File: src/stepper_ctrl_pkg.sv
// Stepper controller shared definitions
`default_nettype none

package stepper_ctrl_pkg;

  // Sizes
  localparam int NUM_MOTORS    = 2;
  localparam int WORD_BITS     = 64;
  localparam int DDA_BITS      = 64;
  localparam int DURATION_BITS = 32;
  localparam int POS_BITS      = 32;
  localparam int BUFFER_SIZE   = 2;
  localparam int BUF_IDX_BITS  = (BUFFER_SIZE > 1) ? $clog2(BUFFER_SIZE) : 1;
  localparam int DIVISOR_BITS  = 8;

  // Header word plus duration plus two words per axis
  localparam int MOVE_WORDS    = 2 * NUM_MOTORS + 2;
  localparam int WORD_CNT_BITS = $clog2(MOVE_WORDS);

  localparam logic [DIVISOR_BITS-1:0] DEFAULT_CLOCK_DIVISOR = 8'd32;

  // Command bytes
  localparam logic [7:0] CMD_COORDINATED_STEP = 8'h01;
  localparam logic [7:0] CMD_MOTOR_ENABLE     = 8'h0a;
  localparam logic [7:0] CMD_MOTOR_BRAKE      = 8'h0b;
  localparam logic [7:0] CMD_CLK_DIVISOR      = 8'h20;
  localparam logic [7:0] CMD_API_VERSION      = 8'hfe;

  // API version bytes
  localparam logic [7:0] VERSION_MAJOR = 8'd1;
  localparam logic [7:0] VERSION_MINOR = 8'd2;
  localparam logic [7:0] VERSION_PATCH = 8'd0;
  localparam logic [7:0] VERSION_DEVEL = 8'd1;

  // One host word, seen as a header or as raw data
  typedef union packed {
    struct packed {
      logic [7:0]           cmd;      // Command in the top byte
      logic [WORD_BITS-9:0] payload;  // Dir, enable, brake or divisor in low bits
    } header;
    logic [WORD_BITS-1:0] data;       // Duration or signed increment
  } cmd_word_t;

endpackage

`default_nettype wire

File: src/move_load_if.sv
// Decoded move bundle
`timescale 1ns/1ps
`default_nettype none

interface move_load_if;
  import stepper_ctrl_pkg::*;

  logic                                 load;         // Commit strobe, one cycle
  logic [NUM_MOTORS-1:0]                dir;
  logic [DURATION_BITS-1:0]             duration;     // In DDA ticks
  logic [NUM_MOTORS-1:0][DDA_BITS-1:0]  increment;
  logic [NUM_MOTORS-1:0][DDA_BITS-1:0]  increment_increment;
  logic                                 buffer_free;  // Write slot is empty

  modport decoder (
    output load,
    output dir,
    output duration,
    output increment,
    output increment_increment
  );

  modport sequencer (
    input  load,
    input  dir,
    input  duration,
    input  increment,
    input  increment_increment,
    output buffer_free
  );

endinterface

`default_nettype wire

File: src/dda_axis.sv
// Accelerating DDA step generator
`timescale 1ns/1ps
`default_nettype none

module dda_axis (
  input  logic                                  CLK,
  input  logic                                  resetn,
  input  logic                                  dda_tick,
  input  logic                                  loading_move,
  input  logic                                  executing_move,
  input  logic                                  dir,
  input  logic [stepper_ctrl_pkg::DDA_BITS-1:0] increment,
  input  logic [stepper_ctrl_pkg::DDA_BITS-1:0] increment_increment,
  output logic                                  step,
  output logic [stepper_ctrl_pkg::POS_BITS-1:0] position
);
  import stepper_ctrl_pkg::*;

  logic [DDA_BITS-1:0] accum;
  logic [DDA_BITS-1:0] rate;   // Grows by increment_increment each tick
  logic [DDA_BITS:0]   sum;    // Top bit is the carry that makes a step

  assign sum = {1'b0, accum} + {1'b0, rate};

  always_ff @(posedge CLK) begin
    if (resetn) begin
      accum    <= '0;
      rate     <= '0;
      step     <= 1'b0;
      position <= '0;
    end else begin
      step <= 1'b0;
      if (loading_move) begin
        accum <= '0;
        rate  <= increment;
      end else if (dda_tick && executing_move) begin
        accum <= sum[DDA_BITS-1:0];
        rate  <= rate + increment_increment;
        step  <= sum[DDA_BITS];
        if (sum[DDA_BITS]) begin
          position <= dir ? position + 1'b1 : position - 1'b1;  // Signed count
        end
      end
    end
  end

  // Ticks are spaced by the divisor, so pulses stay apart
  a_step_single: assert property (@(posedge CLK) disable iff (resetn) step |=> !step)
    else $error("Step pulse held for more than one cycle");

endmodule

`default_nettype wire

File: src/move_sequencer.sv
// Move buffer and DDA timing
`timescale 1ns/1ps
`default_nettype none

module move_sequencer (
  input  logic                                      CLK,
  input  logic                                      resetn,
  input  logic [stepper_ctrl_pkg::DIVISOR_BITS-1:0] divisor,
  move_load_if.sequencer                            mv,
  output logic                                      dda_tick,
  output logic                                      loading_move,
  output logic                                      executing_move,
  output logic                                      move_done,
  output logic                                      buffer_dtr,
  output logic [stepper_ctrl_pkg::NUM_MOTORS-1:0]   active_dir,
  output logic [stepper_ctrl_pkg::NUM_MOTORS-1:0][stepper_ctrl_pkg::DDA_BITS-1:0]
                                                    active_increment,
  output logic [stepper_ctrl_pkg::NUM_MOTORS-1:0][stepper_ctrl_pkg::DDA_BITS-1:0]
                                                    active_increment_increment
);
  import stepper_ctrl_pkg::*;

  // Move ring
  logic [NUM_MOTORS-1:0]               dir_buf      [BUFFER_SIZE];
  logic [DURATION_BITS-1:0]            duration_buf [BUFFER_SIZE];
  logic [NUM_MOTORS-1:0][DDA_BITS-1:0] inc_buf      [BUFFER_SIZE];
  logic [NUM_MOTORS-1:0][DDA_BITS-1:0] inc_inc_buf  [BUFFER_SIZE];

  logic [BUF_IDX_BITS-1:0]  write_idx;
  logic [BUF_IDX_BITS-1:0]  read_idx;
  logic [BUFFER_SIZE-1:0]   step_ready;     // Toggled on commit
  logic [BUFFER_SIZE-1:0]   step_finished;  // Toggled on retire
  logic                     read_slot_full;

  logic [DIVISOR_BITS-1:0]  tick_count;
  logic [DIVISOR_BITS-1:0]  tick_last;
  logic [DURATION_BITS-1:0] ticks_left;

  function automatic logic [BUF_IDX_BITS-1:0] next_idx(input logic [BUF_IDX_BITS-1:0] idx);
    if (idx == BUF_IDX_BITS'(BUFFER_SIZE - 1)) return '0;
    return idx + 1'b1;
  endfunction

  // A slot holds a move while its two toggles differ
  assign mv.buffer_free  = (step_ready[write_idx] == step_finished[write_idx]);
  assign buffer_dtr      = mv.buffer_free;
  assign read_slot_full  = (step_ready[read_idx] != step_finished[read_idx]);
  assign loading_move    = dda_tick & ~executing_move & read_slot_full;

  assign active_dir                 = dir_buf[read_idx];
  assign active_increment           = inc_buf[read_idx];
  assign active_increment_increment = inc_inc_buf[read_idx];

  assign tick_last = divisor - 1'b1;  // Divisor 0 wraps to 256 cycles

  always_ff @(posedge CLK) begin
    if (mv.load) begin
      dir_buf[write_idx]      <= mv.dir;
      duration_buf[write_idx] <= mv.duration;
      inc_buf[write_idx]      <= mv.increment;
      inc_inc_buf[write_idx]  <= mv.increment_increment;
    end
  end

  // Tick divider and write side
  always_ff @(posedge CLK) begin
    if (resetn) begin
      tick_count <= '0;
      dda_tick   <= 1'b0;
      write_idx  <= '0;
      step_ready <= '0;
    end else begin
      if (tick_count >= tick_last) begin
        tick_count <= '0;
        dda_tick   <= 1'b1;
      end else begin
        tick_count <= tick_count + 1'b1;
        dda_tick   <= 1'b0;
      end
      if (mv.load) begin
        step_ready[write_idx] <= ~step_ready[write_idx];
        write_idx             <= next_idx(write_idx);
      end
    end
  end

  // Read side and duration count
  always_ff @(posedge CLK) begin
    if (resetn) begin
      read_idx       <= '0;
      step_finished  <= '0;
      executing_move <= 1'b0;
      move_done      <= 1'b0;
      ticks_left     <= '0;
    end else begin
      move_done <= 1'b0;
      if (loading_move) begin
        executing_move <= 1'b1;
        ticks_left     <= duration_buf[read_idx];
      end else if (dda_tick && executing_move) begin
        ticks_left <= ticks_left - 1'b1;
        if (ticks_left <= DURATION_BITS'(1)) begin  // Zero duration runs one tick
          executing_move          <= 1'b0;
          move_done               <= 1'b1;
          step_finished[read_idx] <= ~step_finished[read_idx];
          read_idx                <= next_idx(read_idx);
        end
      end
    end
  end

  // Host must wait for buffer_dtr before a move header
  a_no_commit_full: assert property (@(posedge CLK) disable iff (resetn)
    mv.load |-> mv.buffer_free)
    else $error("Move committed while buffer full");

  // Retiring slot still holds the move that was executing
  a_done_after_exec: assert property (@(posedge CLK) disable iff (resetn)
    move_done |-> $past(executing_move && read_slot_full))
    else $error("move_done without an executing move");

endmodule

`default_nettype wire

File: src/stepper_ctrl_top.sv
// Two-axis stepper controller top
`timescale 1ns/1ps
`default_nettype none

module stepper_ctrl_top (
  input  logic                                    CLK,
  input  logic                                    resetn,
  input  logic [stepper_ctrl_pkg::WORD_BITS-1:0]  word_data_received,
  input  logic                                    word_received,
  output logic [stepper_ctrl_pkg::WORD_BITS-1:0]  word_send_data,
  output logic [stepper_ctrl_pkg::NUM_MOTORS-1:0] step,
  output logic [stepper_ctrl_pkg::NUM_MOTORS-1:0] dir,
  output logic [stepper_ctrl_pkg::NUM_MOTORS-1:0] enable,
  output logic [stepper_ctrl_pkg::NUM_MOTORS-1:0] brake,
  output logic                                    buffer_dtr,
  output logic                                    move_done
);
  import stepper_ctrl_pkg::*;

  move_load_if mv_if ();

  logic [DIVISOR_BITS-1:0]             divisor;
  logic                                dda_tick;
  logic                                loading_move;
  logic                                executing_move;
  logic [NUM_MOTORS-1:0][POS_BITS-1:0] position;
  logic [NUM_MOTORS-1:0][DDA_BITS-1:0] active_increment;
  logic [NUM_MOTORS-1:0][DDA_BITS-1:0] active_increment_increment;

  word_cmd_decoder decoder_i (
    .CLK                (CLK),
    .resetn             (resetn),
    .word_data_received (word_data_received),
    .word_received      (word_received),
    .position           (position),
    .word_send_data     (word_send_data),
    .enable             (enable),
    .brake              (brake),
    .divisor            (divisor),
    .mv                 (mv_if.decoder)
  );

  move_sequencer sequencer_i (
    .CLK                        (CLK),
    .resetn                     (resetn),
    .divisor                    (divisor),
    .mv                         (mv_if.sequencer),
    .dda_tick                   (dda_tick),
    .loading_move               (loading_move),
    .executing_move             (executing_move),
    .move_done                  (move_done),
    .buffer_dtr                 (buffer_dtr),
    .active_dir                 (dir),   // Dir of the active entry
    .active_increment           (active_increment),
    .active_increment_increment (active_increment_increment)
  );

  for (genvar k = 0; k < NUM_MOTORS; k++) begin : g_axis
    dda_axis axis_i (
      .CLK                 (CLK),
      .resetn              (resetn),
      .dda_tick            (dda_tick),
      .loading_move        (loading_move),
      .executing_move      (executing_move),
      .dir                 (dir[k]),
      .increment           (active_increment[k]),
      .increment_increment (active_increment_increment[k]),
      .step                (step[k]),
      .position            (position[k])
    );
  end

endmodule

`default_nettype wire

File: src/word_cmd_decoder.sv
// Host command word decoder
`timescale 1ns/1ps
`default_nettype none

module word_cmd_decoder (
  input  logic                                  CLK,
  input  logic                                  resetn,
  input  stepper_ctrl_pkg::cmd_word_t           word_data_received,
  input  logic                                  word_received,
  input  logic [stepper_ctrl_pkg::NUM_MOTORS-1:0][stepper_ctrl_pkg::POS_BITS-1:0] position,
  output logic [stepper_ctrl_pkg::WORD_BITS-1:0]    word_send_data,
  output logic [stepper_ctrl_pkg::NUM_MOTORS-1:0]   enable,
  output logic [stepper_ctrl_pkg::NUM_MOTORS-1:0]   brake,
  output logic [stepper_ctrl_pkg::DIVISOR_BITS-1:0] divisor,
  move_load_if.decoder                          mv
);
  import stepper_ctrl_pkg::*;

  logic                                word_received_q;
  logic                                word_accept;
  logic                                in_move;     // Header seen, move words pending
  logic [WORD_CNT_BITS-1:0]            word_count;  // Index of the next move word
  logic [NUM_MOTORS-1:0][POS_BITS-1:0] pos_snap;    // Positions at move header

  // Positions are signed, widen to a full host word
  function automatic logic [WORD_BITS-1:0] sext_pos(input logic [POS_BITS-1:0] p);
    return {{(WORD_BITS - POS_BITS){p[POS_BITS-1]}}, p};
  endfunction

  assign word_accept = word_received & ~word_received_q;  // Rising edge of strobe

  // Control state, settings registers and readback word
  always_ff @(posedge CLK) begin
    if (resetn) begin
      word_received_q <= 1'b0;
      in_move         <= 1'b0;
      word_count      <= '0;
      mv.load         <= 1'b0;
      enable          <= '0;
      brake           <= '0;
      divisor         <= DEFAULT_CLOCK_DIVISOR;
      word_send_data  <= '0;
    end else begin
      word_received_q <= word_received;
      mv.load         <= 1'b0;

      if (word_accept) begin
        if (!in_move) begin
          case (word_data_received.header.cmd)
            CMD_COORDINATED_STEP: begin
              in_move    <= 1'b1;
              word_count <= WORD_CNT_BITS'(1);
            end
            CMD_MOTOR_ENABLE: enable <= word_data_received.header.payload[NUM_MOTORS-1:0];
            CMD_MOTOR_BRAKE:  brake  <= word_data_received.header.payload[NUM_MOTORS-1:0];
            CMD_CLK_DIVISOR:  divisor <= word_data_received.header.payload[DIVISOR_BITS-1:0];
            CMD_API_VERSION: begin
              word_send_data <= {{(WORD_BITS - 32){1'b0}},
                                 VERSION_DEVEL, VERSION_MAJOR, VERSION_MINOR, VERSION_PATCH};
            end
            default: word_send_data <= '0;
          endcase
        end else begin
          word_count <= word_count + 1'b1;

          // Words 2k+1 and 2k+2 return the snapshot of axis k
          for (int k = 0; k < NUM_MOTORS; k++) begin
            if (int'(word_count) == 2 * k + 1 || int'(word_count) == 2 * k + 2) begin
              word_send_data <= sext_pos(pos_snap[k]);
            end
          end

          if (word_count == WORD_CNT_BITS'(MOVE_WORDS - 1)) begin
            in_move <= 1'b0;   // Back to header
            mv.load <= 1'b1;
          end
        end
      end
    end
  end

  // Move fields and position snapshot
  always_ff @(posedge CLK) begin
    if (word_accept) begin
      if (!in_move) begin
        if (word_data_received.header.cmd == CMD_COORDINATED_STEP) begin
          mv.dir   <= word_data_received.header.payload[NUM_MOTORS-1:0];
          pos_snap <= position;
        end
      end else begin
        if (word_count == WORD_CNT_BITS'(1)) begin
          mv.duration <= word_data_received.data[DURATION_BITS-1:0];
        end
        for (int k = 0; k < NUM_MOTORS; k++) begin
          if (int'(word_count) == 2 * k + 2) begin
            mv.increment[k] <= word_data_received.data;
          end
          if (int'(word_count) == 2 * k + 3) begin
            mv.increment_increment[k] <= word_data_received.data;
          end
        end
      end
    end
  end

  // Words are at least two cycles apart, so commits never merge
  a_load_single: assert property (@(posedge CLK) disable iff (resetn) mv.load |=> !mv.load)
    else $error("Move load held for more than one cycle");

endmodule

`default_nettype wire
File: config.mk
export PLATFORM = sky130hd
export DESIGN_NAME = stepper_ctrl_top
export DESIGN_NICKNAME = d
export VERILOG_FILES = /design/src/stepper_ctrl_pkg.sv /design/src/move_load_if.sv /design/src/dda_axis.sv /design/src/move_sequencer.sv /design/src/stepper_ctrl_top.sv /design/src/word_cmd_decoder.sv
export SDC_FILE = /design/constraint.sdc
export NUM_CORES = 2
export LEC_CHECK = 0
export BUFFER_PORTS_ARGS = -buffer_cell sky130_fd_sc_hd__buf_4
export CORE_MARGIN = 1
export CORE_UTILIZATION = 50
export DETAILED_ROUTE_END_ITERATION = 6
export PLACE_DENSITY = 0.66
export SYNTH_ARGS = -nofsm -noshare
export SYNTH_HDL_FRONTEND = slang
export SYNTH_SLANG_ARGS = --single-unit
File: constraint.sdc
create_clock -name CLK -period 20.5 [get_ports CLK]
set_input_delay 4.1 -clock CLK [delete_from_list [all_inputs] [get_ports CLK]]
set_output_delay 4.1 -clock CLK [all_outputs]
set_load 0.03 [all_outputs]
==> results.py <==
metrics = {
    "timing": {
        "setup_tns_ns": 0,
        "timing.final.crit_period_ns": 6.90,
        "worst_clock_skew_ns": 0.0269,
        "timing.slew.headroom_pct": 30.6,
        "report.final.slew_viol_count": 0,
        "rsz0062_at_grt": "no",
        "final-hold-violation-count": 0,
        "min_period_over_period_pct": 33.7,
        "highest_attainable_clock_frequency_mhz": 145,
        "setup_viol_count_final": 0,
        "worst_slew_pin_slew_ns": 1.04,
    },
    "clocking": {
        "worst_skew_pair.late_latency_ns": 0.78,
        "tritoncts_clock_tree": "done",
        "htree_levels": 4,
        "cts_repair_resize_count": 0,
        "numCtsBuffers": 142,
        "post-cts-setup-buffers": 0,
        "master_cell_of_the_clock_root_buffer": "clkbuf_16",
        "cts.path.max_buffers": 3,
        "quantity_of_hold_fixing_buffers_added_after_cts": 0,
        "clock_transition_time_at_the_flip_flop_clock_pins_of_the_worst_setup_and_hold_paths_ns": 0.06,
        "cts_sinks": 1356,
    },
    "flow_run": {
        "max_cap_violations": 0,
    },
    "worst_setup_path": {
        "crit_type": "reg2out",
        "cp_data_required_time_ns": 16.40,
        "worst-endpoint-arrival_ns": 2.80,
        "timing.critical_path.fanout_max": 38,
        "end_kind": "output port",
        "startpoint_type": "flip-flop",
    },
    "synth": {
        "ys_types": 96,
        "syn-cell-area_mm2": 0.0659,
        "async_reset_ff_share_pct": 0,
        "synth_seq_area_share_pct": 55.4,
        "syn-mean-instance-area_um2": 11.3,
        "synth_warnings": 0,
        "syn-instance-count": 5812,
        "number_of_synthesized_flops_with_an_enable_pin": 934,
        "ys_seq_elements": 1356,
        "synth_flop_type": "edfxtp_1",
        "synth_nets": 6218,
    },
    "power": {
        "power_density_mw_per_mm2": 76.3,
        "total_power_uw": 5570,
        "irDropWorstVdd_mv": 0.0873,
        "power.static_leakage_uw": 0.0274,
    },
    "global_route": {
        "grt_antenna_before_repair": 12,
        "grt_pass1_wl_mm": 254,
        "first_global_vias": 43283,
        "gr-usage-all-layers_pct": 24.8,
        "grt_overflow_total": 0,
        "pin_count_of_the_biggest_net_entering_global_routing": 125,
    },
    "route": {
        "drt_first_iter_violations": 4110,
        "post_route_drc_violation_count": 0,
        "post_drt_via_cell_ratio": 5.92,
        "dr_total_vias": 45390,
        "routed_wl_mm": 167,
        "remaining_number_of_nets_flagged_by_the_antenna_check_after_routing": 0,
        "avgRoutedWirePerCell_um": 21.8,
        "drt-pass1-iter-count": 6,
    },
    "min_path": {
        "hold_path.class": "reg2reg",
        "hold_start": "decoder_i.mv.increment[50]",
    },
    "placement": {
        "buffer_ports.inserted": 140,
        "hpwlAfterDp_mm": 113,
        "gp_routability_congestion": 0.995,
    },
    "layout": {
        "final_layout_size_suffix_gt1_share_pct": 10.9,
        "mostFrequentLayoutCell": "edfxtp_1",
        "leading_cell_types_in_the_layout_fill_and_taps_excluded": "edfxtp_1 (934), a21oi_1 (571), nand2_1 (463)",
        "nets": 6212,
        "flow.area_growth_from_synthesis_pct": 10.7,
    },
    "die": {
        "die-height_um": 365,
        "dieWidth_um": 365,
        "start_util_pct": 50.6,
        "fp-row-count": 132,
        "coreArea_mm2": 0.130,
        "boundaryPins": 141,
        "fp.dieArea_mm2": 0.133,
    },
    "status": {
        "outcome": "finished, final reports clean",
    },
}
-- through the flow --
| stage | setup WS (ns) | instances | cell area (um2) | hold WS (ns) | utilization, % |
|---|---|---|---|---|---|
| 3_3_place_gp | 13.42 | 7404 | 68200 | 0.422 | 52.4 |
| 3_5_place_dp | 13.40 | 7404 | 68200 | 0.429 | 52.4 |
| 2_1_floorplan | 6.34 | 5812 | 65900 | 0.414 | - |
| 5_1_grt | 13.44 | 7668 | 72900 | 0.434 | 56.0 |
| 6_report | 13.60 | 7671 | 72900 | 0.433 | 56.0 |
| 4_1_cts | 13.52 | 7668 | 72900 | 0.431 | 56.0 |
-- path summary, 6_finish.rpt --
check | to | slack, ns | cells after the start
setup / recovery | dir[0] | 13.60 | 4
hold / removal | sequencer_i.inc_buf[0][50] | 0.43 | 0
setup reg to reg | g_axis[1].axis_i.rate[52] | 14.10 | 16
hold reg to reg | sequencer_i.inc_buf[0][50] | 0.43 | 0
-- flip-flops by register name, summed over array words and instances (netlist names), 3 cells and up, named ones only --
name / flops
decoder_i.pos_snap: 64
sequencer_i.ticks_left: 32
sequencer_i.inc_inc_buf: 256
g_axis.axis_i.position: 64
g_axis.axis_i.accum: 128
sequencer_i.tick_count: 8
sequencer_i.inc_buf: 256
decoder_i.word_count: 3
sequencer_i.dir_buf: 4
decoder_i.divisor: 8
g_axis.axis_i.rate: 128
decoder_i.mv.increment_increment: 128
decoder_i.mv.increment: 128
decoder_i.mv.duration: 32
sequencer_i.duration_buf: 64
decoder_i.word_send_data: 32
-- critical path, cell delays in order, from the launching register on --
cell	delay, ns
dfxtp_4	0.81
mux2i_4	0.33
buf_4	0.38
inv_1	0.25
buf_4	0.23
-- synth_stat cells (16+ instances only) --
cell	count	area (um2)
o21ai_1	42	210
o21a_1	30	225
nand2b_1	36	225
xnor2_1	178	1560
nor2_1	444	1670
o22ai_1	28	175
nor2b_1	46	288
and2_1	17	106
nand4_1	80	500
nand3_1	144	721
mux2_2	159	1790
a31oi_1	48	300
o21ai_0	219	1100
edfxtp_1	934	28000
nand2_1	465	1750
o31ai_1	16	120
a211oi_1	97	728
and3_1	37	231
buf_4	42	315
dfxtp_1	422	8450
xor2_1	141	1230
inv_1	96	360
a21oi_1	574	2870
buf_2	18	90.1
clkbuf_1	233	875
a221oi_1	42	368
o211ai_1	23	173
nor4_1	19	119
buf_1	40	150
o21bai_1	57	428
nor3_1	73	365
or3_1	16	100
mux2i_1	217	2170
a21o_1	220	1650
ha_1	333	4170
-- kinds of logic (layout without fill, tap and decap cells) --
kind of cell | after synthesis | after routing | share of synthesized area, %
AO/OA/AOI/OAI | 1568 | 1568 | 15.3
AND/OR/NAND/NOR | 1423 | 1423 | 9.75
multiplexers | 377 | 377 | 6.03
adder cells (fa/ha/maj) | 339 | 339 | 6.51
flip-flops | 1356 | 1356 | 55.4
other | 0 | 3 | 0
buffers and inverters | 430 | 544 | 2.73
XOR/XNOR | 319 | 319 | 4.24
-- layer usage --
metal,up-vias,part of all wire (%),global-route usage (%)
met1,22058,46,35.4
met5,-,0.013,0
met3,270,6.6,4.16
met4,4,2.8,7.93
met2,1397,45,38.6
li1,21661,-,-
-- layout make-up --
class                      count  area, um2
antenna                        3       7.51
clock buffer                 200       4020
clock inverter                64        732
fill                       11047      57200
inverter                      96        360
multi-input combinational   4026      27700
sequential                  1356      36500
tap                         1742       2180
timing repair buffer         184       1430
-- report_power, final --
group          leakage, uW  total, uW  internal, uW  switching (uW)
registers           0.0118       2900          2900            1.39
logic               0.0133       56.0          12.9            43.1
clock network      0.00231       2610          1520            1090
total               0.0274       5570          4430            1130
(Power assumes the default switching activity.)
